<file path="src/rtl/bp_pkg.sv">
package bp_pkg;

    parameter int PC_W  = 32;
    // Tags keep the whole word address so they do not depend on table depth.
    parameter int TAG_W = PC_W - 2;

    typedef logic [PC_W-1:0] pc_t;

    typedef struct packed
    {
        pc_t pc;
    } bp_req_t;

    typedef struct packed
    {
        pc_t  pc;
        pc_t  next_pc;
        logic hit;
        logic taken;
    } bp_pred_t;

    // Resolved branch outcome from the execute stage.
    typedef struct packed
    {
        pc_t  pc;
        pc_t  target;
        logic taken;
    } bp_train_t;

    typedef struct packed
    {
        logic             valid;
        logic [TAG_W-1:0] tag;
        pc_t              target;
    } btb_entry_t;

endpackage

</file>
<file path="src/rtl/bp_predict_stage.sv">
`timescale 1ns/1ps

module bp_predict_stage import bp_pkg::*;
(
    input  logic       clk,
    input  logic       rst_i,
    input  logic       s1_valid,
    input  bp_req_t    s1_req,
    output logic       s2_ready,
    input  btb_entry_t btb_rd,
    input  logic [1:0] bht_rd,
    output logic       pred_valid,
    output bp_pred_t   pred,
    input  logic       pred_ready
);

    logic     take;
    logic     hit;
    logic     taken;
    bp_pred_t pred_d;

    assign s2_ready = !pred_valid || pred_ready;
    assign take     = s1_valid && s2_ready;

    assign hit   = btb_rd.valid && (btb_rd.tag == s1_req.pc[PC_W-1:2]);
    // Counter values 2 and 3 mean taken.
    assign taken = hit && bht_rd[1];

    always_comb
    begin
        pred_d.pc      = s1_req.pc;
        pred_d.hit     = hit;
        pred_d.taken   = taken;
        pred_d.next_pc = taken ? btb_rd.target : s1_req.pc + pc_t'(4);
    end

    always_ff @(posedge clk)
    begin
        if (rst_i)
        begin
            pred_valid <= 1'b0;
        end
        else if (s2_ready)
        begin
            pred_valid <= s1_valid;
        end
    end

    // Output is held while the consumer stalls.
    always_ff @(posedge clk)
    begin
        if (take)
        begin
            pred <= pred_d;
        end
    end

endmodule

</file>
<file path="config.mk">
export PLATFORM = sky130hd
export DESIGN_NAME = bp_predict_stage
export DESIGN_NICKNAME = d
export VERILOG_FILES = /design/src/rtl/bp_pkg.sv /design/src/rtl/bp_predict_stage.sv
export SDC_FILE = /design/constraint.sdc
export NUM_CORES = 1
export LEC_CHECK = 0
export BUFFER_PORTS_ARGS = -buffer_cell sky130_fd_sc_hd__buf_2
export CORE_MARGIN = 5
export CORE_UTILIZATION = 47
export CTS_CLUSTER_SIZE = 28
export DETAILED_ROUTE_END_ITERATION = 12
export HOLD_SLACK_MARGIN = 0.15
export PLACE_DENSITY_LB_ADDON = 0.12
export SETUP_SLACK_MARGIN = 0.05
export SLEW_MARGIN = 10
export SYNTH_ARGS = -nofsm -noshare
export SYNTH_HDL_FRONTEND = slang
export SYNTH_SLANG_ARGS = --single-unit
</file>
<file path="constraint.sdc">
create_clock -name clk -period 2.9 [get_ports clk]
set_input_delay 0.29 -clock clk [delete_from_list [all_inputs] [get_ports clk]]
set_output_delay 0.29 -clock clk [all_outputs]
set_load 0.005 [all_outputs]
</file>
# Word-level counts from Yosys, hierarchy flattened
# Cells that the tools add are included.
# W data, S select, Z words.
[classes]
eq_ne = 1
n_reduce_logical = 5
muxes = 1
add_sub_neg = 1
[op_table]
columns = ["cell", "count"]
rows = [
  ["$add A32 B3 Y32 const B", 1],
  ["$mux W32", 1],
  ["$eq A30 B30 Y1", 1],
  ["$logic_and A1 B1 Y1", 3],
  ["$logic_not A1 Y1", 1],
  ["$logic_or A1 B1 Y1", 1],
]
[word_totals]
regBits = 67
wordCells = 13
in_bits = 101

# Logic depth before layout (Yosys ltp)
[depth]
word_depth = 4
mapped_depth = 7
mapped_depth_nobuf = 6

# Least setup slack after synthesis
# OpenSTA, ideal clock, no wires.
[synth_path]
path_kind = "in2reg"
from = "input pred_ready"
to = "register pred[0] (netlist bit), enable pin"
required_time_ns = 2.469
path_buffers = 0
arrival_time_ns = 2.007
cell_stages = 2
slack_ns = 0.462
path_cell_list = "nand2b_1 and2_1"
[synth_via]
elab_chain_len = 2
[synth_lines]
columns = ["element", "line_no", "rtl"]
rows = [
  ["from (decl)", "bp_predict_stage.sv:14", "input logic pred_ready"],
  ["$logic_or A1 B1 Y1", "bp_predict_stage.sv:22", "assign s2_ready = !pred_valid || pred_ready;"],
  ["$logic_and A1 B1 Y1", "bp_predict_stage.sv:23", "assign take = s1_valid && s2_ready;"],
  ["net take", "bp_predict_stage.sv:17", "logic take;"],
  ["to (signal assigned)", "bp_predict_stage.sv:54", "pred <= pred_d;"],
  ["to (decl)", "bp_predict_stage.sv:13", "output bp_pred_t pred,"],
]
# The timed path passes the listed nets, and every way through them passes these cells.
# A chain may end at the register's enable or synchronous reset.

==> out/metrics.yaml <==
power_and_ir_drop:
  power_mw: 2.23
  p_per_area_mw_per_mm2: 465
  p_leak_nw: 2.09
  peakVddDrop_v: 0.000248
die:
  boundaryPins: 169
  die_h_um: 97.8
  rows: 32
  start_util: 0.476
  die_w_um: 97.8
  design.die.area_mm2: 0.00957
  coreArea_mm2: 0.00761
final_layout:
  drive_gt1_frac: 0.520
  fill_cells: 650
  diodes: 0
  nets: 539
  final_util: 0.632
  syn_to_final_growth_pct: 32.7
  finalInstanceArea_mm2: 0.00481
  final_cells: 544
place:
  placed_area_mm2: 0.00459
  numPortBuffers: 167
  dpl.hpwl_um: 7370
  place_ws_ns: 0.640
  gp_congestion: 0.873
  placedCellCount: 525
detailed_routing:
  wire_per_inst_um: 17.1
  drt-pass1-iter-count: 4
  drt_wl_total_um: 9300
  vias: 2707
  drtIter0Drc: 141
  final_antenna_net_count: 0
  remaining_drc_errors: 0
  vias_per_cell: 4.98
timing:
  hold_ws_ns: 0.180
  min_period_ns: 1.90
  fin_ws_ns: 1.00
  worst_pin_slew_ns: 0.804
  setup_tns_ns: 0
  finalSetupViolCount: 0
  finalCritPeriodShare: 0.654
  slew_viol_final: 0
  hold_viol_final: 0
  finClkSkew_ns: 0.00588
  relSlewSlack: 0.464
  max_clock_freq_mhz: 527
  rsz0062_at_grt: "false"
global_routing:
  grt_pass1_wl_um: 14800
  grt_max_degree: 36
  overflow: 0
  grt_pass1_vias: 2978
  track_usage: 0.199
  antenna_found_initial: 0
logic_synthesis:
  yosysWarnings: 0
  syn_area_mm2: 0.00362
  netlist_instances: 257
  synth_nets: 359
  yosysUniqueCellTypes: 31
  ys_seq_area_frac: 0.552
  avgSynthCellArea_um2: 14.1
  ys_seq_elements: 67
setup_path:
  end_kind: "flip-flop"
  crit_arrival_ns: 1.98
  crit_fanout: 17
  required_ns: 2.99
  r2r_cells: 3
  startpoint_type: "input pin"
  crit_type: "in2reg"
flow_run:
  maxCapViolCount: 0
clock_tree:
  cts.path.max_buffers: 2
  cts_tree: "built"
  cts_root_buffer: "clkbuf_8"
  cts.sinks: 67
  htree_levels: 3
  clk_latency_ns: 0.34
  cts_buffers: 9
  clk_pin_slew_ns: 0.07
  postCtsSetupRepairBufs: 0
outcome:
  status: "finished, final reports clean"
hold_path:
  hold_depth: 3
  hp-class: "in2reg"
state kept, by name (all words and copies together), names as in the netlist:
register / cells
pred_valid: 1
pred: 66
synth_stat cells:
cell type,count,area [um^2]
mux2_2,2,22.5
xor2_1,7,61.3
nand4_1,20,125
nand3_1,18,90.1
nor4_2,3,37.5
and4_1,3,26.3
and3_2,2,15.0
ha_1,1,12.5
and4_2,1,10.0
xnor2_1,38,333
nor3_1,3,15.0
nand4_2,2,25.0
buf_2,1,5.00
or4_1,1,7.51
a21oi_1,1,5.00
buf_6,3,33.8
buf_4,1,7.51
nand2b_1,15,93.8
mux2i_1,1,10.0
inv_1,5,18.8
nor4_4,1,21.3
xnor2_2,5,81.3
nand2_1,12,45.0
dfxtp_1,1,20.0
o22ai_1,1,6.26
edfxtp_1,66,1980
and3_1,3,18.8
mux2_4,29,435
and2_1,3,18.8
nor2_1,4,15.0
nor4_1,4,25.0
kinds of logic (layout without fill, tap and decap cells):
kind of cell,count (synthesis),count (layout),synth area share
adder cells (fa/ha/maj),1,1,0.00345
buffers and inverters,10,195,0.0180
flip-flops,67,67,0.552
multiplexers,32,32,0.129
AO/OA/AOI/OAI,2,2,0.00311
XOR/XNOR,50,50,0.131
AND/OR/NAND/NOR,95,95,0.163
layout make-up:
| type | count | area (um^2) | share of cell area |
|---|---|---|---|
| inverters | 5 | 18.8 | 0.00390 |
| repair buffers | 174 | 908 | 0.189 |
| clock buffers | 11 | 131 | 0.0273 |
| flip-flops and latches | 67 | 2000 | 0.416 |
| clock inverters | 5 | 53.8 | 0.0112 |
| multi-input cells | 180 | 1570 | 0.326 |
| well taps | 102 | 128 | 0.0265 |
critical path, stage by stage:
cell and delay [ns]:
buf_2 0.13, xnor2_1 0.24, nand4_1 0.17, nor4_2 0.42, nand4_4 0.13, buf_4 0.26
mux2_4 0.33
where the power goes:
| part | internal, mW | switching (mW) | total, mW |
|---|---|---|---|
| sequential | 1.13 | 0.0120 | 1.14 |
| clock | 0.393 | 0.348 | 0.741 |
| combinational | 0.175 | 0.173 | 0.348 |
cells in the final DEF (no fill, tap or decap):
master,n
and3_2,2
clkbuf_1,2
and2_1,2
and4_1,3
mux2_2,2
o22ai_1,1
nor4_1,4
clkinv_2,1
ha_1,1
buf_12,1
mux2i_1,1
xnor2_1,38
xor2_1,7
buf_2,167
and2_2,1
and3_1,3
nand4_2,1
buf_4,3
a21oi_1,1
xnor2_2,5
edfxtp_1,66
dfxtp_1,1
nand4_4,1
nor4_2,3
clkinvlp_4,2
nor2_1,4
inv_1,5
and4_2,1
clkinv_1,1
bufinv_16,1
clkbuf_8,9
mux2_4,29
dlygate4sd3_1,3
nand2b_1,15
nand3_1,18
nor4_4,1
nor3_1,3
nand4_1,20
or4_1,1
nand2_1,12
routing by layer:
layer | GRT usage | share of wire
met1 | 0.230 | 0.39
met2 | 0.342 | 0.50
met3 | 0.0829 | 0.093
met4 | 0.0564 | 0.012
met5 | 0 | 0
path summary, 6_finish.rpt:
check              from  slack [ns]          to
max           s1_req[3]        1.00     pred[9]
min            s1_valid        0.18  pred_valid
max reg2reg  pred_valid        1.17    pred[45]
min reg2reg  pred_valid        0.52  pred_valid
what timing repair did:
action / 4_1_cts / 5_1_grt
endpoints found under the hold margin: 3 / 0
endpoints found under the setup margin: 0 / 0
hold buffers: 3 / 0
resized for setup: 0 / 0
No activity file was read; power rests on OpenSTA's default activity.
