### config.mk
export PLATFORM = sky130hd
export DESIGN_NAME = bp_init_seq
export DESIGN_NICKNAME = d
export VERILOG_FILES = /design/src/rtl/bp_init_seq.sv
export SDC_FILE = /design/constraint.sdc
export NUM_CORES = 1
export LEC_CHECK = 0
export BUFFER_PORTS_ARGS = -buffer_cell sky130_fd_sc_hd__buf_2
export CAP_MARGIN = 10
export CORE_UTILIZATION = 29
export CTS_CLUSTER_SIZE = 16
export DETAILED_ROUTE_END_ITERATION = 10
export SLEW_MARGIN = 40
export SYNTH_ARGS = -nofsm -noshare
export SYNTH_HDL_FRONTEND = slang
export SYNTH_SLANG_ARGS = --single-unit
### constraint.sdc
create_clock -name clk -period 1.55 [get_ports clk]
set_input_delay 0.155 -clock clk [delete_from_list [all_inputs] [get_ports clk]]
set_output_delay 0.155 -clock clk [all_outputs]
set_load 0.02 [all_outputs]
### src/rtl/bp_init_seq.sv
`timescale 1ns/1ps

module bp_init_seq #(
    parameter int INDEX_BITS = 8
)
(
    input  logic                  clk,
    input  logic                  rst_i,
    output logic                  clr_valid,
    output logic [INDEX_BITS-1:0] clr_index,
    output logic                  init_done
);

    localparam logic [INDEX_BITS-1:0] LAST_INDEX = '1;

    logic [INDEX_BITS-1:0] index_q;
    logic                  done_q;

    // Sweep runs until the last index has been written.
    assign clr_valid = ~done_q;
    assign clr_index = index_q;
    assign init_done = done_q;

    always_ff @(posedge clk)
    begin
        if (rst_i)
        begin
            index_q <= '0;
            done_q  <= 1'b0;
        end
        else if (!done_q)
        begin
            index_q <= index_q + 1'b1;
            if (index_q == LAST_INDEX)
            begin
                // Flag goes high together with the final clear write.
                done_q <= 1'b1;
            end
        end
    end

endmodule

# ---- After elaboration in Yosys (flattened, before gate mapping)
# Index checks and enable logic that the tools add are counted.
dict set report word_totals {
  register_bits 9
  input_bits 2
  out_inout_bits 10
  word_cells 7
}
dict set report classes {
  n_addsub 1
  n_eq_ne 1
  muxes 2
  n_bitwise 1
}
# operator n
set op_table {}
lappend op_table {{$add 8x1->8 const B} 1}
lappend op_table {{$eq 8x8->1 const B} 1}
lappend op_table {{$mux 1} 2}
lappend op_table {{$not 1->1} 1}

# ---- Longest topological paths before layout
# Gate-level depths: netlist of the first run.
dict set report logic_depth {
  depth_word 3
  mapped_depth 4
  mapped_depth_nobuf 4
}

# ---- Least setup slack after synthesis of the first run
# No wires, ideal clock.
dict set report synth_timing {
  path_type {register -> register}
  from {register index_q[0] (netlist: clr_index[0])}
  to {register index_q[6] (netlist: clr_index[6])}
  setup_ns 0.121
  arrival_ns 1.305
  required_time_ns 1.429
  slack_ns 0.125
  stages_incl_launch_ff 4
  n_path_buf 0
  synth_period_minus_slack_ns 1.425
  cell_sequence {dfxtp_1 -> ha_1 -> nor3b_1 -> mux2_2}
}
dict set report synth_via {
  elab_chain_len 1
}
# element line
set synth_rtl {}
lappend synth_rtl {{start: declaration} 16} ;# logic [INDEX_BITS-1:0] index_q;
lappend synth_rtl {{start signal: assignment} 33} ;# index_q <= index_q + 1'b1;
lappend synth_rtl {{$add 8x1->8} 33}
# No other way between the ends.
# A chain may end at the register's enable or synchronous reset.

# ---- Worst setup path after layout of the first run
dict set report layout_timing {
  from {register index_q[3] (netlist: clr_index[3])}
  to {register index_q[6] (netlist: clr_index[6])}
}
# The elaborated chain is that of the path after synthesis.

==> metrics.yaml, run 1 <==
worst_slew_pin_slew_ns: 0.3146
die_w_um: 40.08
fin_setup_tns_ns: 0
clkTransAtPathRegs_ns: 0.06
synth_compound_area_frac: 0.08036
design_area_um2: 528.0
grt_usage: 0.1223
outcome: "finished, final reports clean"
fp-row-count: 13
h-tree-depth: 1
r2r-end: "clr_index[6]"
setup_viol: 0
diodes: 0
io_pins: 12
syn_area_um2: 420.4
first_pass_iters: 2
synth.area.top_cells: "dfxtp_1 (43%), nor2_1 (6.3%), xor2_1 (6.2%), nand3b_4 (4.8%), nand4b_1 (4.2%)"
timing.final.crit_period_ns: 1.293
synth.most_common_cell: "dfxtp_1"
gp_congestion: 0.6793
hp-class: "in -> reg"
port_buffers: 11
synth_top_family_by_area: "simple AND/OR/NAND/NOR gates"
peakVddDrop_v: 0.0005113
grt_pass1_vias: 292
synth_edf_count: 0
clock.fmax_mhz: 773.5
wl_per_cell_um: 10.61
clkLatencyLatePin_ns: 0.26
synth_area_leader_cell: "dfxtp_1"
yosysWarnings: 0
synth-xor-area-share: 0.08333
final_hold_viol_count: 0
synth-async-reset-ratio: 0
synth_seq_area_share: 0.4286
synthesis.nets: 46
total_power_uw: 485.6
dp_worst_setup_slack_ns: 0.2621
synthMuxAreaShare: 0.05060
crit_path_end_kind: "flop"
cts_setup_buffers: 0
syn_to_final_growth_pct: 25.60
maxCapViolCount: 0
post-route-period-util: 0.8341
synthDistinctLibCells: 23
synthAdderAreaFrac: 0.02976
maxSlewHeadroom: 0.7900
cts_tree: "done"
critPathKind: "reg -> reg"
crit_cells: 3
antenna_found_initial: 0
cts_root_buf: "clkbuf_4"
avgSynthCellArea_um2: 9.777
synth_flop_cell: "dfxtp_1"
rsz0062_at_grt: "false"
grt_pass1_wl_um: 1262
wl_um: 785
drt_iter0_drc: 3
cts-buffers-inserted: 3
ff2ff_path_depth: 3
fin_ws_ns: 0.2572
synth_simple_gate_area_share: 0.2738
placed_cell_area_um2: 501.7
die_y_um: 40.08
syn_inst: 43
fin_nets: 63
path_buf_inv: 0
skew_ns: 0.0009988
cpPeakStageDelay_ns: 0.40
initial_core_util: 0.3191
crit_start: "clr_index[3]"
crit_path_max_fanout: 5
startpoint_type: "flop"
cts_sinks: 9
netlist_top_cells_count: "dfxtp_1 (9), nor2_1 (7), xor2_1 (3)"
synth-seq-cells: 9
antenna_left: 0
p_per_area_nw_per_um2: 919.6
cts_resized: 0
cp_cell_sequence: "nand4_1, nor3b_1, mux2_2"
drc: 0
cts.path.max_buffers: 2
core-area_um2: 1318
cp.arrival_ns: 1.45
via_per_inst: 4.595
cpMaxStageDelayCell: "dfxtp_1"
yosys.area.top_type_share: 0.4286
drive_above_1_share: 0.3559
hpwl_um: 582.4
cp_top_family: "simple AND/OR/NAND/NOR gates"
worstPathRequired_ns: 1.71
rrSetupSlack_ns: 0.26
r2r-start: "clr_index[3]"
grt-ovfl-total: 0
dieArea_um2: 1606
cts_hold_buf: 0
grt_max_degree: 11
finalMaxSlewViolations: 0
leakage_nw: 0.2460
vias: 340
crit_end: "clr_index[6]"
stage by stage:
| step | utilization | hold WS, ns | cells |
|---|---|---|---|
| final | 0.4008 | 0.1799 | 74 |
| after global routing | 0.4008 | 0.2000 | 74 |
| after CTS | 0.4008 | 0.1810 | 74 |
| after detailed placement | 0.3808 | 0.4615 | 70 |
| after global placement | 0.3808 | 0.4623 | 70 |
| after floorplan | - | 0.4583 | 43 |
per-layer routing:
metal | vias to the layer above | global-route usage | routed length (um)
met5 | - | 0 | 0
met4 | 0 | 0.05172 | 16
met3 | 2 | 0.05000 | 46
met2 | 8 | 0.1734 | 349
met1 | 151 | 0.1605 | 374
li1 | 179 | - | -
cells in the final DEF (no fill, tap or decap):
cell and n:
nor3b_1 1, o31a_1 1, o21ai_0 2, buf_4 3, inv_1 2, nand3b_4 1
and2b_2 1, ha_1 1, mux2i_1 1, mux2_2 1, xnor2_1 1, o21ba_2 1
buf_2 11, nand4_1 1, clkbuf_1 1, nor2_1 7, clkbuf_4 3, dfxtp_1 9
nand4b_1 2, xor2_1 3, nor2b_1 1, nand3_1 2, nor4_1 1, or3_1 1
a21oi_1 1
kinds of logic (layout without fill, tap and decap cells):
kind of cell | after synthesis | in the layout
AOI/OAI and AO/OA | 5 | 5
DFF | 9 | 9
buffers and inverters | 4 | 20
xor gates and xnor gates | 4 | 4
and+or+nand+nor | 18 | 18
adders and majority gates | 1 | 1
muxes | 2 | 2
state kept, by name, indices dropped and copies added (netlist names):
signal / cells
clr_index: 8
init_done: 1
worst min-delay path by stage:
stage / start / to / slack, ns / depth (start not counted)
final: rst_i / clr_index[5] / 0.18 / 2
after global routing: rst_i / clr_index[0] / 0.20 / 2
after CTS: rst_i / clr_index[5] / 0.18 / 2
after detailed placement: rst_i / clr_index[5] / 0.46 / 2
after global placement: rst_i / clr_index[2] / 0.46 / 2
after floorplan: rst_i / clr_index[1] / 0.46 / 2
worst reg2reg max path, cell delays in order, from the launching register on:
cell	delay (ns)
dfxtp_1	0.40
nand4_1	0.19
nor3b_1	0.25
mux2_2	0.35
layout make-up:
cell class,instances,area [um2]
flip-flops and latches,9,180.2
well taps,15,18.77
repair buffers,14,77.57
clock buffers,4,26.28
multi-input cells,30,217.7
inverters,2,7.507
fillers,131,789.5
report_power, final:
group          switching, mW  internal (mW)
combinational         0.0319         0.0237
clock                 0.0888         0.0996
sequential           0.00355          0.238
Power figures use the tool's default switching activity.
==> inputs of run 2 (changes only) <==
- clock period: 1.55 -> 1.22 ns (I/O delays scaled with it)
==> run 2 against run 1 <==
Net effect: clock-buffer cell count stayed put; first-iteration DRC count is 130% higher; flip-flop and latch count unchanged; non-clock buffer count grew 2; power rose by 24%; sequential power is 31% higher; routed wire length is 0.51% lower; register-to-register slack worse by 0.22 ns; clock skew about the same; final cell count increased by 2.7%.
==> metrics.yaml, run 2 (synthesized netlist as in run 1, its figures left out) <==
outcome: "finished, final reports clean"
peakVddDrop_v: 0.0006463
clkLatencyLatePin_ns: 0.25
cts.path.max_buffers: 2
met1_length_um: 386
fin_ws_ns: 0.03869
routed-wl-met3_um: 39
via_per_inst: 4.579
vias: 348
final_common_cell: "buf_2"
p_per_area_nw_per_um2: 1036
maxSlewHeadroom: 0.8380
grt-ovfl-total: 0
initial_core_util: 0.3191
crit_path_end_kind: "flop"
grt_usage: 0.1227
cts_sinks: 9
die_w_um: 40.08
drive_above_1_share: 0.5246
crit_path_max_fanout: 4
grt_pass1_wl_um: 1242
h-tree-depth: 1
final_hold_viol_count: 0
grt_pass1_vias: 295
largest_reg_flops: 8
leakage_nw: 0.2615
clock.fmax_mhz: 846.5
syn_to_final_growth_pct: 38.10
timing.final.crit_period_ns: 1.181
fin_nets: 65
rrSetupSlack_ns: 0.04
cts_root_buf: "clkbuf_4"
utilization: 0.4406
fp-row-count: 13
cts-buffers-inserted: 3
drc: 0
cpMaxStageDelayCell: "dfxtp_4"
hpwl_um: 602.1
clkTransAtPathRegs_ns: 0.06
grt_max_degree: 11
finalMaxSlewViolations: 0
antenna_found_initial: 0
gp_congestion: 0.6695
worst_slew_pin_slew_ns: 0.2408
io_pins: 12
hold_ws_ns: 0.1509
cp_top_family: "simple AND/OR/NAND/NOR gates"
drt_iter0_drc: 7
dp_worst_setup_slack_ns: -0.02076
skew_ns: 0.001304
routed.top_layer: "met4"
startpoint_type: "flop"
mostFrequentLayoutCells: "buf_2 (11), nor2_1 (7), buf_4 (5), dfxtp_2 (4)"
hp-class: "in -> reg"
worstPathRequired_ns: 1.37
setup_viol: 0
rsz0062_at_grt: "true"
wl_um: 781
diodes: 0
first_pass_iters: 3
cts_tree: "done"
post-route-period-util: 0.9683
maxCapViolCount: 0
path_buf_inv: 0
port_buffers: 11
critPathKind: "reg -> reg"
die_y_um: 40.08
core-area_um2: 1318
wl_per_cell_um: 10.28
cpPeakStageDelay_ns: 0.34
cp_cell_sequence: "nand4_1, nor3b_2, mux2_4"
antenna_left: 0
dieArea_um2: 1606
cp.arrival_ns: 1.33
met2WireLength_um: 348
run 2: cell count changes in the layout (fill, tap and decap cells not counted), sizes merged:
cell	delta
buf	+2
run 2: routing by layer:
| layer | vias up | track usage |
|---|---|---|
| met5 | - | 0 |
| met4 | 0 | 0.1034 |
| met3 | 2 | 0.03333 |
| met2 | 8 | 0.1653 |
| met1 | 154 | 0.1588 |
| li1 | 184 | - |
run 2: final timing paths:
path,from,endpoint,cells past startpoint
worst max-delay path,clr_index[2],clr_index[6],3
worst min-delay path,rst_i,clr_index[5],2
worst max register to register,clr_index[2],clr_index[6],3
worst min register to register,clr_index[1],clr_index[1],2
run 2: power breakdown:
group | internal [mW] | switching [mW] | leakage [nW] | total [mW]
Sequential | 0.302 | 0.0145 | 0.0771 | 0.316
Combinational | 0.0267 | 0.0314 | 0.169 | 0.0581
Clock | 0.126 | 0.101 | 0.0150 | 0.227
run 2: worst reg2reg max path, cell delays in order (launching register included):
cell	delay, ns
dfxtp_4	0.34
nand4_1	0.19
nor3b_2	0.24
mux2_4	0.31
run 2: final cells by class:
cell class                 instances  area, um2
sequential                         9      196.4
inverter                           2      7.507
timing repair buffer              16      92.59
clock buffer                       4      26.28
multi-input combinational         30      239.0
tap                               15      18.77
fill                             138      737.0
run 2: timing repair:
item | 4_1_cts | 5_1_grt
buffers inserted | 0 | 0
hold buffers | 0 | 0
pin swaps | 0 | 2
cloned | 0 | 0
endpoints found under the setup margin | 1 | 1
resized for setup | 1 | 2
run 2: stage by stage:
stage               total power [mW]  cell area [um2]  instances  TNS (ns)
detailed placement            0.3767            538.0         72  -0.02076
CTS                           0.6072            566.8         76         0
floorplan                     0.3570            441.7         43  -0.01529
finish                        0.6017            580.6         76         0
global placement              0.3752            538.0         72         0
global route                  0.6355            580.6         76  -0.01246
