--- config.mk ---
export PLATFORM = sky130hd
export DESIGN_NAME = bp_bht
export DESIGN_NICKNAME = d
export VERILOG_FILES = /design/src/rtl/bp_pkg.sv /design/src/rtl/bp_bht.sv
export SDC_FILE = /design/constraint.sdc
export NUM_CORES = 1
export LEC_CHECK = 0
export BUFFER_PORTS_ARGS = -buffer_cell sky130_fd_sc_hd__buf_2
export CAP_MARGIN = 40
export CORE_ASPECT_RATIO = 0.7
export CORE_MARGIN = 2
export CORE_UTILIZATION = 60
export DETAILED_ROUTE_END_ITERATION = 6
export PLACE_DENSITY = 0.77
export SETUP_SLACK_MARGIN = 0.2
export SYNTH_ARGS = -nofsm -noshare
export SYNTH_HDL_FRONTEND = slang
export SYNTH_SLANG_ARGS = --single-unit
export TNS_END_PERCENT = 10
--- constraint.sdc ---
create_clock -name clk -period 44.8 [get_ports clk]
set_clock_uncertainty 0.2 [all_clocks]
set_input_delay 2.24 -clock clk [delete_from_list [all_inputs] [get_ports clk]]
set_output_delay 2.24 -clock clk [all_outputs]
set_load 0.03 [all_outputs]
--- src/rtl/bp_pkg.sv ---
package bp_pkg;

    parameter int PC_W  = 32;
    // Tags keep the whole word address so they do not depend on table depth.
    parameter int TAG_W = PC_W - 2;

    typedef logic [PC_W-1:0] pc_t;

    typedef struct packed
    {
        pc_t pc;
    } bp_req_t;

    typedef struct packed
    {
        pc_t  pc;
        pc_t  next_pc;
        logic hit;
        logic taken;
    } bp_pred_t;

    // Resolved branch outcome from the execute stage.
    typedef struct packed
    {
        pc_t  pc;
        pc_t  target;
        logic taken;
    } bp_train_t;

    typedef struct packed
    {
        logic             valid;
        logic [TAG_W-1:0] tag;
        pc_t              target;
    } btb_entry_t;

endpackage

--- src/rtl/bp_bht.sv ---
`timescale 1ns/1ps

module bp_bht import bp_pkg::*; #(
    parameter int INDEX_BITS = 8
)
(
    input  logic                  clk,
    input  logic                  clr_valid,
    input  logic [INDEX_BITS-1:0] clr_index,
    input  logic                  train_valid,
    input  bp_train_t             train,
    input  logic                  init_done,
    input  logic                  rd_en,
    input  logic [INDEX_BITS-1:0] rd_index,
    output logic [1:0]            bht_rd
);

    localparam int DEPTH = 2 ** INDEX_BITS;

    logic [1:0] mem [DEPTH];

    logic [INDEX_BITS-1:0] train_index;
    logic [1:0]            cur_cnt;
    logic [1:0]            next_cnt;
    logic                  wr_en;
    logic [INDEX_BITS-1:0] wr_index;
    logic [1:0]            wr_cnt;

    assign train_index = train.pc[INDEX_BITS+1:2];
    assign cur_cnt     = mem[train_index];

    // Two-bit saturating update.
    always_comb
    begin
        if (train.taken)
        begin
            next_cnt = (cur_cnt == 2'd3) ? 2'd3 : cur_cnt + 2'd1;
        end
        else
        begin
            next_cnt = (cur_cnt == 2'd0) ? 2'd0 : cur_cnt - 2'd1;
        end
    end

    always_comb
    begin
        if (!init_done)
        begin
            wr_en    = clr_valid;
            wr_index = clr_index;
            wr_cnt   = 2'd0;
        end
        else
        begin
            wr_en    = train_valid;
            wr_index = train_index;
            wr_cnt   = next_cnt;
        end
    end

    always_ff @(posedge clk)
    begin
        if (wr_en)
        begin
            mem[wr_index] <= wr_cnt;
        end
        if (rd_en)
        begin
            bht_rd <= mem[rd_index];
        end
    end

endmodule

======== Word level (Yosys, flattened, before mapping) ========
Memory sizes are Yosys's and may differ from the RTL's. A register that Yosys moved wholly into a read port is not among the register bits.
Index checks and enable logic that the tools add are counted.
storage, ports and cells
  bits in registers ....................... 0
  bits in writable memories ............... 512
  input port bits ......................... 86
  memories ................................ 1
memories
  memory  words  bits a word  rd ports  clocked after memory_dff  wr ports  line          text
  mem     256    2            2         1                         1         bp_bht.sv:20  logic [1:0] mem [DEPTH];
operators by class
  $add $sub $neg .......................... 2
  eq/ne operators ......................... 1
  multiplexer cells ....................... 8
  reduce and logical (&&, ||, !) cells .... 1
operators with widths
  operator                                                             count
  2-bit two-way mux                                                    4
  8-bit two-way mux                                                    1
  1-bit two-way mux                                                    3
  2-bit by 1-bit adder with 2-bit output (second input constant)       1
  2-bit equality test (second input constant)                          1
  2-bit logical NOT                                                    1
  2-bit by 1-bit subtractor with 2-bit output (second input constant)  1

======== Logic depth before layout (Yosys ltp) ========
Gate-level depths: netlist of the first run.
An unclocked memory read counts as a cell.
  depth in word-level cells ............... 5
  depth in mapped cells ................... 13
  mapped depth without buffers ............ 8

======== Least setup slack after synthesis of the first run ========
OpenSTA, ideal clock, no wires.
  path kind ............................... input port to flip-flop
  start point ............................. input train[35] (netlist bit)
  end point ............................... memory mem[0][1], data pin
  arrival time ............................ 14.147 ns
  data required time ...................... 42.413 ns
  slack ................................... 28.266 ns
  cell stages on the path ................. 12
  buffers on the path ..................... 4
  cell sequence ........................... buf_4 > buf_6 > buf_4 > buf_2 > nand3b_1 > o22a_1 > nand4_1 > o21ai_0 > nor4b_1 > a22o_1 > nor3_1 > o21ai_0
between the ends
  word-level cells in the longest chain between the ends .. 5
ends and longest elaborated chain
  what                                                                       line                        text
  start, declared                                                            bp_bht.sv:11                input bp_train_t train,
  memory read 256 x 2 bit *                                                  -
  2-bit by 1-bit subtractor with 2-bit output, or another cell as far along  bp_bht.sv:41                next_cnt = (cur_cnt == 2'd0) ? 2'd0 : cur_cnt - 2'd1;
  2-bit two-way mux (on tied branches)                                       bp_bht.sv:41, bp_bht.sv:37
  2-bit two-way mux *                                                        bp_bht.sv:35                if (train.taken)
  2-bit two-way mux *                                                        bp_bht.sv:47                if (!init_done)
  via wr_cnt[1]                                                              bp_bht.sv:27                logic [1:0] wr_cnt;
  end, declared                                                              bp_bht.sv:20
Mark *: on every way through the listed nets, which the timed path passes. The rest lies on a longest branch.

======== Worst setup path after layout of the first run ========
  start point ............................. input train[36] (netlist bit)
  end point ............................... memory mem[113][1], data pin
The elaborated chain is that of the path after synthesis.

==> impl_metrics.toml, run 1 <==
[status]
status = "completed"

[power_and_ir_drop]
ir_drop_mv = 0.0306
finalPower_mw = 1.07
p_per_area_mw_per_mm2 = 38.5
p_leak_nw = 8.59

[timing]
rsz0062_at_grt = "false"
fin_crit_sh = 0.179
clock.fmax_mhz = 125
tightest_slew_ps = 1030
slew_viol_final = 0
setup-tns-final_ps = 0
setup_viol = 0
relSlewSlack = 0.313
hold_viol = 0
min_period_ps = 8000

[clock_network]
cts-htree-levels = 2
hold_buffers = 0
cts.path.max_buffers = 3
path_clk_slew_ps = 60
ctsResizeCount = 0
cts.sinks = 514
postCtsSetupRepairBufs = 0
cts_root_buf = "clkbuf_16"
cts_tree = "built"
numCtsBuffers = 49
worstSkewPairLatency_ps = 600

[worst_setup_path]
cp.arrival_ps = 8060
max_stage_delay_ps = 740
rrSetupSlack_ps = 40210
setup.worst_path.start_class = "primary input"
crit_chain = "buf_6 > buf_4 > buf_4 > nand2_1 > o221ai_1 > o221ai_1 > o21bai_1 > nor4b_1 > a22o_1 > nor3_1 > o21ai_4 > buf_4 > buf_4"
rr_worst_depth = 10
r2r-end = "mem[4][0]"
worstSetupPathType = "in2reg"
cpLargestDelayFamily = "buffers and inverters"
timing.rr.start = "mem[172][0]"
crit_required_ps = 44870
slowest_stage = "buf_4"
crit_path_frequent_cell = "buf_4"
cp.buffers_inverters = 5
crit_path_max_fanout = 92
end_kind = "register"

[global_route]
grt_pass1_wl_um = 101000
antenna_found_initial = 3
grt_max_degree = 93
gr-total-overflow = 0
grt_pass1_vias = 15370
grt.total_usage = 0.315

[yosys]
synth.net_count = 1590
synth_cell_types = 51
syn_inst = 1504
ys_seq_area_frac = 0.609
yosysMostFrequentCell = "edfxtp_1"
synth_area_mm2 = 0.0254
async_reset_ff_frac = 0
synth-main-ff-cell = "edfxtp_1"
synth_edf_count = 514
yosys.area.top_type = "edfxtp_1"
ys_ff_latch = 514
yosys-top-cells-count = "edfxtp_1 (514), nor2_1 (280), mux4_2 (278), clkbuf_1 (73), nand2_1 (71)"
yosysTopAreaCellShare = 0.609
syn_area_per_cell_um2 = 16.9
ys.warnings.count = 0
synthTopCellsByArea = "edfxtp_1 (61%), mux4_2 (25%), nor2_1 (4.1%)"

[layout]
final_core_util = 0.672
drive_above_1_share = 0.278
syn_to_final_growth_pct = 9.55
final_nets = 1590

[job]
maxCapViolCount = 0

[floorplanning]
die_x_um = 250
std_cell_rows = 62
core_mm2 = 0.0413
die_h_um = 176
start_util = 0.613
ios = 88
fp.dieArea_mm2 = 0.0439

[routing]
wire_per_inst_um = 32.2
routed_wl_um = 67200
drc = 0
vias_per_cell = 7.34
vias = 15343
drtIter0Drc = 2361
ant_nets = 0
drt-pass1-iter-count = 6

[place]
hpwl_um = 44000
io_buffers = 31
place.gp.congestion = 0.902

[hold_path]
worstHoldPathType = "reg2reg"
hold-path-cell-count = 4
hold_start = "mem[216][0]"
holdPathEnd = "bht_rd[0]"
==> sequential cells by signal (all words and copies together) (netlist names) <==
name and cells:
bht_rd 2, mem 512
==> worst reg2reg max path: cells and delay by family (launching register included) <==
| kind | cells | cell delay (ps) |
|---|---|---|
| flip-flops | 1 | 420 |
| multiplexers | 2 | 970 |
| AO/OA/AOI/OAI | 4 | 1400 |
| AND/OR/NAND/NOR | 2 | 450 |
| buffers and inverters | 2 | 910 |
==> metrics by stage <==
stage / setup WS [ps] / cells / instance area (µm²) / hold WS [ps]
final: 36800 / 2089 / 27800 / 1210
after global routing: 36500 / 2089 / 27800 / 1230
after CTS: 36960 / 2086 / 27800 / 1200
after detailed placement: 36470 / 1995 / 26200 / 1180
after global placement: 36360 / 1975 / 25800 / 1160
after floorplan: 28270 / 1504 / 25400 / 1050
==> layout by cell type (no fill, tap or decap), types with 13 or more instances in the layout <==
| cell type | Yosys | layout |
|---|---|---|
| edfxtp_1 | 514 | 514 |
| nor2_1 | 280 | 280 |
| mux4_2 | 278 | 278 |
| nand2_1 | 71 | 71 |
| mux2i_1 | 55 | 55 |
| clkbuf_16 | 0 | 51 |
| buf_2 | 25 | 28 |
| nand3_1 | 26 | 26 |
| buf_4 | 17 | 22 |
| o21ai_0 | 17 | 16 |
| o22ai_1 | 14 | 13 |
==> final cells by class <==
| class | instances | area (µm²) |
|---|---|---|
| Antenna cell | 1 | 2.50 |
| Clock buffer | 63 | 1320 |
| Clock inverter | 28 | 263 |
| Fill cell | 2655 | 13600 |
| Inverter | 9 | 33.8 |
| Multi-Input combinational cell | 858 | 9340 |
| Sequential cell | 514 | 15400 |
| Tap cell | 544 | 681 |
| Timing Repair Buffer | 72 | 702 |
==> worst max-delay path by stage <==
stage	start	endpoint	slack, ps	cells past startpoint
after floorplan	train[35]	mem[0][1]	28270	12
after global placement	train[36]	mem[144][0]	36360	12
after detailed placement	train[36]	mem[179][1]	36470	13
after CTS	train[36]	mem[113][1]	36960	13
after global routing	train[36]	mem[113][1]	36500	13
final	train[36]	mem[113][1]	36800	13
==> per-layer routing <==
layer	vias up	part of all wire	GRT usage
li1	6147	-	-
met5	-	0.00019	0
met2	1168	0.44	0.460
met3	151	0.15	0.0967
met1	7875	0.38	0.466
met4	2	0.031	0.0954
==> report_power, final <==
part | switching [mW] | leakage, nW | total (mW) | internal, mW
sequential | 0.000351 | 4.69 | 0.545 | 0.545
combinational | 0.0688 | 3.14 | 0.107 | 0.0383
clock | 0.184 | 0.765 | 0.417 | 0.233
total | 0.253 | 8.59 | 1.07 | 0.816
==> cell families (layout without fill, tap and decap cells) <==
group,count (synthesis),count (layout),share of synthesized area
DFF,514,514,0.609
other,0,1,0
and+or+nand+nor,418,418,0.0674
buffers and inverters,132,172,0.0239
AOI/OAI and AO/OA,102,102,0.0290
muxes,338,338,0.271
(Power assumes the default switching activity.)
==> inputs of run 2 (changes only) <==
Clock period 44.8 ns to 8 ns, I/O delays scaled along.
==> run 2 against run 1 <==
  * Count of clock-buffer cells in the layout decreased by 2
  * Worst setup slack worse by 34000 ps
  * Global-route usage about the same
  * Non-clock buffer count decreased by 4
  * Final cell count is 0.24% lower
  * Die area did not move
  * Largest cell class unchanged
  * Final area down 0.84%
  * Sequential power increased to 5.6 times the previous value
==> impl_metrics.toml, run 2 (same netlist as run 1, synthesis figures left out) <==
[global_route]
grt_max_degree = 257
grt_pass1_wl_um = 100000
grt_pass1_vias = 15233
antenna_found_initial = 4
gr-total-overflow = 0
grt.total_usage = 0.315

[clock_network]
cts_root_buf = "clkbuf_16"
cts_tree = "built"
path_clk_slew_ps = 60
worstSkewPairLatency_ps = 590
numCtsBuffers = 48
ctsResizeCount = 0
cts-htree-levels = 2
cts.path.max_buffers = 3
cts.sinks = 514

[layout]
syn_to_final_growth_pct = 8.64
final_core_util = 0.666
stdcell_area_mm2 = 0.0275
mostFrequentLayoutCells = "edfxtp_1 (514), nor2_1 (280), mux4_2 (278), nand2_1 (71), mux2i_1 (55)"
final_common_cell = "edfxtp_1"
drive_above_1_share = 0.275
largest_registers = "mem x512, bht_rd x2"
largest_register_ff_count = 512
top_register = "mem"
final_nets = 1585
final_cells = 2084

[worst_setup_path]
cp.arrival_ps = 4910
critPathLaunch = "train[37]"
max_stage_delay_ps = 880
end_kind = "register"
crit_chain = "buf_2 > buf_4 > clkinv_1 > and2_1 > a211oi_1 > o21ai_0 > nor4_1 > o21ai_0 > o22ai_4 > buf_4"
crit_required_ps = 8050
slowest_stage = "clkinv_1"
crit_path_max_fanout = 92
cp.buffers_inverters = 4
cpLargestDelayFamily = "buffers and inverters"
setup.worst_path.start_class = "primary input"
worstSetupPathType = "in2reg"
timing.rr.start = "mem[191][0]"

[job]
maxCapViolCount = 0

[routing]
ant_nets = 0
wire_per_inst_um = 32.6
routed_wl_um = 68000
drc = 0
drt-pass1-iter-count = 7
drtIter0Drc = 2491
vias = 15429
vias_per_cell = 7.40

[timing]
setup_viol = 0
hold_viol = 0
slew_viol_final = 0
tightest_slew_ps = 1070
min_period_ps = 4850
setup-tns-final_ps = 0
fin_crit_sh = 0.607
whs_ps = 49.5
rsz0062_at_grt = "false"
clock.fmax_mhz = 206
setup_ws_ps = 3150
relSlewSlack = 0.289

[floorplanning]
start_util = 0.613
core_mm2 = 0.0413
die_h_um = 176
die_x_um = 250
fp.dieArea_mm2 = 0.0439
ios = 88
std_cell_rows = 62

[hold_path]
worstHoldPathType = "in2reg"
hold_start = "rd_index[7]"

[place]
io_buffers = 31
dpl_cell_area_mm2 = 0.0260
pre_cts_ws_ps = 2810
hpwl_um = 43400
dp_cells = 1992
place.gp.congestion = 0.927

[power_and_ir_drop]
p_seq_frac = 0.521
switching_share = 0.236
ir_drop_mv = 0.168
p_per_area_mw_per_mm2 = 213
finalPower_mw = 5.87
switchingPower_mw = 1.39
p_int_mw = 4.48
p_leak_nw = 8.47
comb_power_share = 0.100
p_clk_frac = 0.379

[status]
status = "completed"
## run 2: final timing paths
path / end / slack (ps) / cells past startpoint
worst max-delay path: mem[144][0] / 3150 / 10
worst max register to register: mem[144][0] / 3750 / 9
worst min-delay path: bht_rd[1] / 50 / 2
worst min register to register: bht_rd[1] / 1200 / 4
## run 2: power by group through the flow
| stage | Clock (mW) | Combinational, mW | Sequential [mW] |
|---|---|---|---|
| 2_1_floorplan | 0 | 0.376 | 3.14 |
| 3_3_place_gp | 0 | 0.558 | 3.11 |
| 3_5_place_dp | 0 | 0.573 | 3.11 |
| 4_1_cts | 2.24 | 0.576 | 3.05 |
| 5_1_grt | 2.33 | 0.614 | 3.06 |
| 6_report | 2.23 | 0.587 | 3.06 |
## run 2: timing repair
| action | in CTS | in global routing |
|---|---|---|
| hold buffers | 1 | 0 |
| hold endpoints to repair | 2 | 0 |
| buffers inserted | 0 | 0 |
## run 2: routing by layer
layer / vias up / share of wire / global-route usage
met4: 4 / 0.034 / 0.103
met3: 171 / 0.15 / 0.0714
met1: 7853 / 0.37 / 0.480
li1: 6150 / - / -
met5: - / 0.00032 / 0
met2: 1251 / 0.45 / 0.461
## run 2: area by class of cell
class                   count  area (µm²)
multi-input cells         858        9340
flip-flops and latches    514       15400
diodes                      2        5.00
inverters                   9        33.8
fillers                  2708       13800
clock buffers              61        1270
well taps                 544         681
clock inverters            28         215
repair buffers             68         564
==> inputs of run 3 (changes only) <==
Clock period 8 ns to 4.9 ns, I/O delays scaled along.
==> run 3 against run 2 <==
  * Flip-flop and latch count did not move
  * Power rose by 64%
  * Sequential share of layout area fell by 0.54 points
  * Clock power rose by 62%
  * Worst setup slack got worse by 2000 ps
  * Critical endpoint is now mem[8][1]
  * Largest power group unchanged
==> impl_metrics.toml, run 3 (same netlist as run 1, synthesis figures left out) <==
[status]
status = "completed"

[worst_setup_path]
crit_path_frequent_cell = "o221ai_1"
cp.arrival_ps = 3820
crit_chain = "clkbuf_8 > buf_4 > mux2i_1 > o221ai_1 > o221ai_1 > o21bai_1 > nor4b_2 > a22o_1 > nor3_2 > o21ai_4 > buf_12"
crit_required_ps = 5000
worstSetupPathType = "in2reg"
max_stage_delay_ps = 540
end_kind = "register"
cpLargestDelayFamily = "buffers and inverters"
crit_path_max_fanout = 137
slowest_stage = "clkbuf_8"
cp.buffers_inverters = 3
setup.worst_path.start_class = "primary input"

[layout]
largest_registers = "mem x512, bht_rd x2"
mostFrequentLayoutCells = "edfxtp_1 (514), nor2_1 (280), mux4_2 (278), nand2_1 (71), mux2i_1 (55)"
final_cells = 2104
largest_register_ff_count = 512
final_core_util = 0.673
syn_to_final_growth_pct = 9.69
final_nets = 1607
stdcell_area_mm2 = 0.0278
top_register = "mem"
final_common_cell = "edfxtp_1"
drive_above_1_share = 0.285

[timing]
clock.fmax_mhz = 269
setup_viol = 0
slew_viol_final = 0
fin_crit_sh = 0.758
min_period_ps = 3720
rsz0062_at_grt = "false"
relSlewSlack = 0.393
tightest_slew_ps = 887
hold_viol = 0

[clock_network]
cts.path.max_buffers = 3
cts-htree-levels = 2
ctsResizeCount = 0
cts.sinks = 514
path_clk_slew_ps = 60
numCtsBuffers = 48
worstSkewPairLatency_ps = 590
cts_tree = "built"
cts_root_buf = "clkbuf_16"

[routing]
routed_wl_um = 67900
vias_per_cell = 7.31
wire_per_inst_um = 32.3
drt-pass1-iter-count = 5
drtIter0Drc = 2226
ant_nets = 0
drc = 0
vias = 15383

[floorplanning]
die_x_um = 250
std_cell_rows = 62
start_util = 0.613
fp.dieArea_mm2 = 0.0439
ios = 88
die_h_um = 176
core_mm2 = 0.0413

[global_route]
gr-total-overflow = 0
grt.total_usage = 0.320
antenna_found_initial = 3
grt_pass1_wl_um = 102000
grt_pass1_vias = 15532
grt_max_degree = 138

[place]
dp_cells = 2011
hpwl_um = 44800
io_buffers = 31
dpl_cell_area_mm2 = 0.0263
place.gp.congestion = 0.892

[power_and_ir_drop]
ir_drop_mv = 0.267
p_leak_nw = 8.58
p_per_area_mw_per_mm2 = 345
finalPower_mw = 9.60

[hold_path]
worstHoldPathType = "in2reg"

[job]
maxCapViolCount = 0
[run 3: changes by cell type in the layout (fill, tap and decap cells not counted), moves of 2 or more]
| cell | before | now |
|---|---|---|
| buf_8 | 8 | 1 |
| o21ai_1 | 1 | 5 |
| dlygate4sd3_1 | 1 | 4 |
| buf_12 | 2 | 13 |
| o21ai_0 | 16 | 12 |
| clkinv_1 | 12 | 17 |
| nor3_1 | 10 | 8 |
| nor3_2 | 0 | 2 |
| clkinv_2 | 11 | 7 |
| buf_4 | 25 | 41 |
| clkbuf_1 | 12 | 10 |
[run 3: metal layers]
metal	wire length, µm	GRT usage
met5	13	0
met1	25000	0.468
met2	30300	0.470
met3	10600	0.103
met4	1970	0.0954
[run 3: through the flow]
step / hold slack (ps) / setup WS (ps) / TNS (ps)
4_1_cts: 212 / 1240 / 0
2_1_floorplan: 157 / -232 / -116140
3_5_place_dp: 287 / 696 / 0
3_3_place_gp: 267 / 713 / 0
6_report: 237 / 1180 / 0
5_1_grt: 250 / 1020 / 0
[run 3: path summary, 6_finish.rpt]
path	start	end	slack (ps)	cells after the start
setup reg to reg	mem[188][0]	mem[160][0]	1220	9
hold / removal	clr_index[1]	mem[201][0]	240	5
hold reg to reg	mem[183][1]	bht_rd[1]	1190	4
setup / recovery	train[35]	mem[8][1]	1180	11
[run 3: report_power, final]
| group | switching, mW | internal, mW | total, mW |
|---|---|---|---|
| combinational | 0.638 | 0.371 | 1.01 |
| clock | 1.63 | 1.99 | 3.61 |
| sequential | 0.00343 | 4.98 | 4.98 |
| total | 2.27 | 7.34 | 9.60 |
[run 3: what timing repair did]
item,4_1_cts,5_1_grt
setup buffers,0,0
hold buffers,4,0
hold endpoints to repair,4,0
[run 3: layout make-up]
cell class,count,area (µm²)
diodes,2,5.00
clock buffers,59,1260
clock inverters,28,206
fillers,2679,13500
inverters,9,33.8
multi-input cells,858,9380
flip-flops and latches,514,15400
well taps,544,681
repair buffers,90,802
[run 3: tightest hold or removal path: cells and delay by family]
kind | cells | cell delay [ps]
buf+inv | 2 | 290
simple gates | 2 | 220
compound gates | 1 | 90
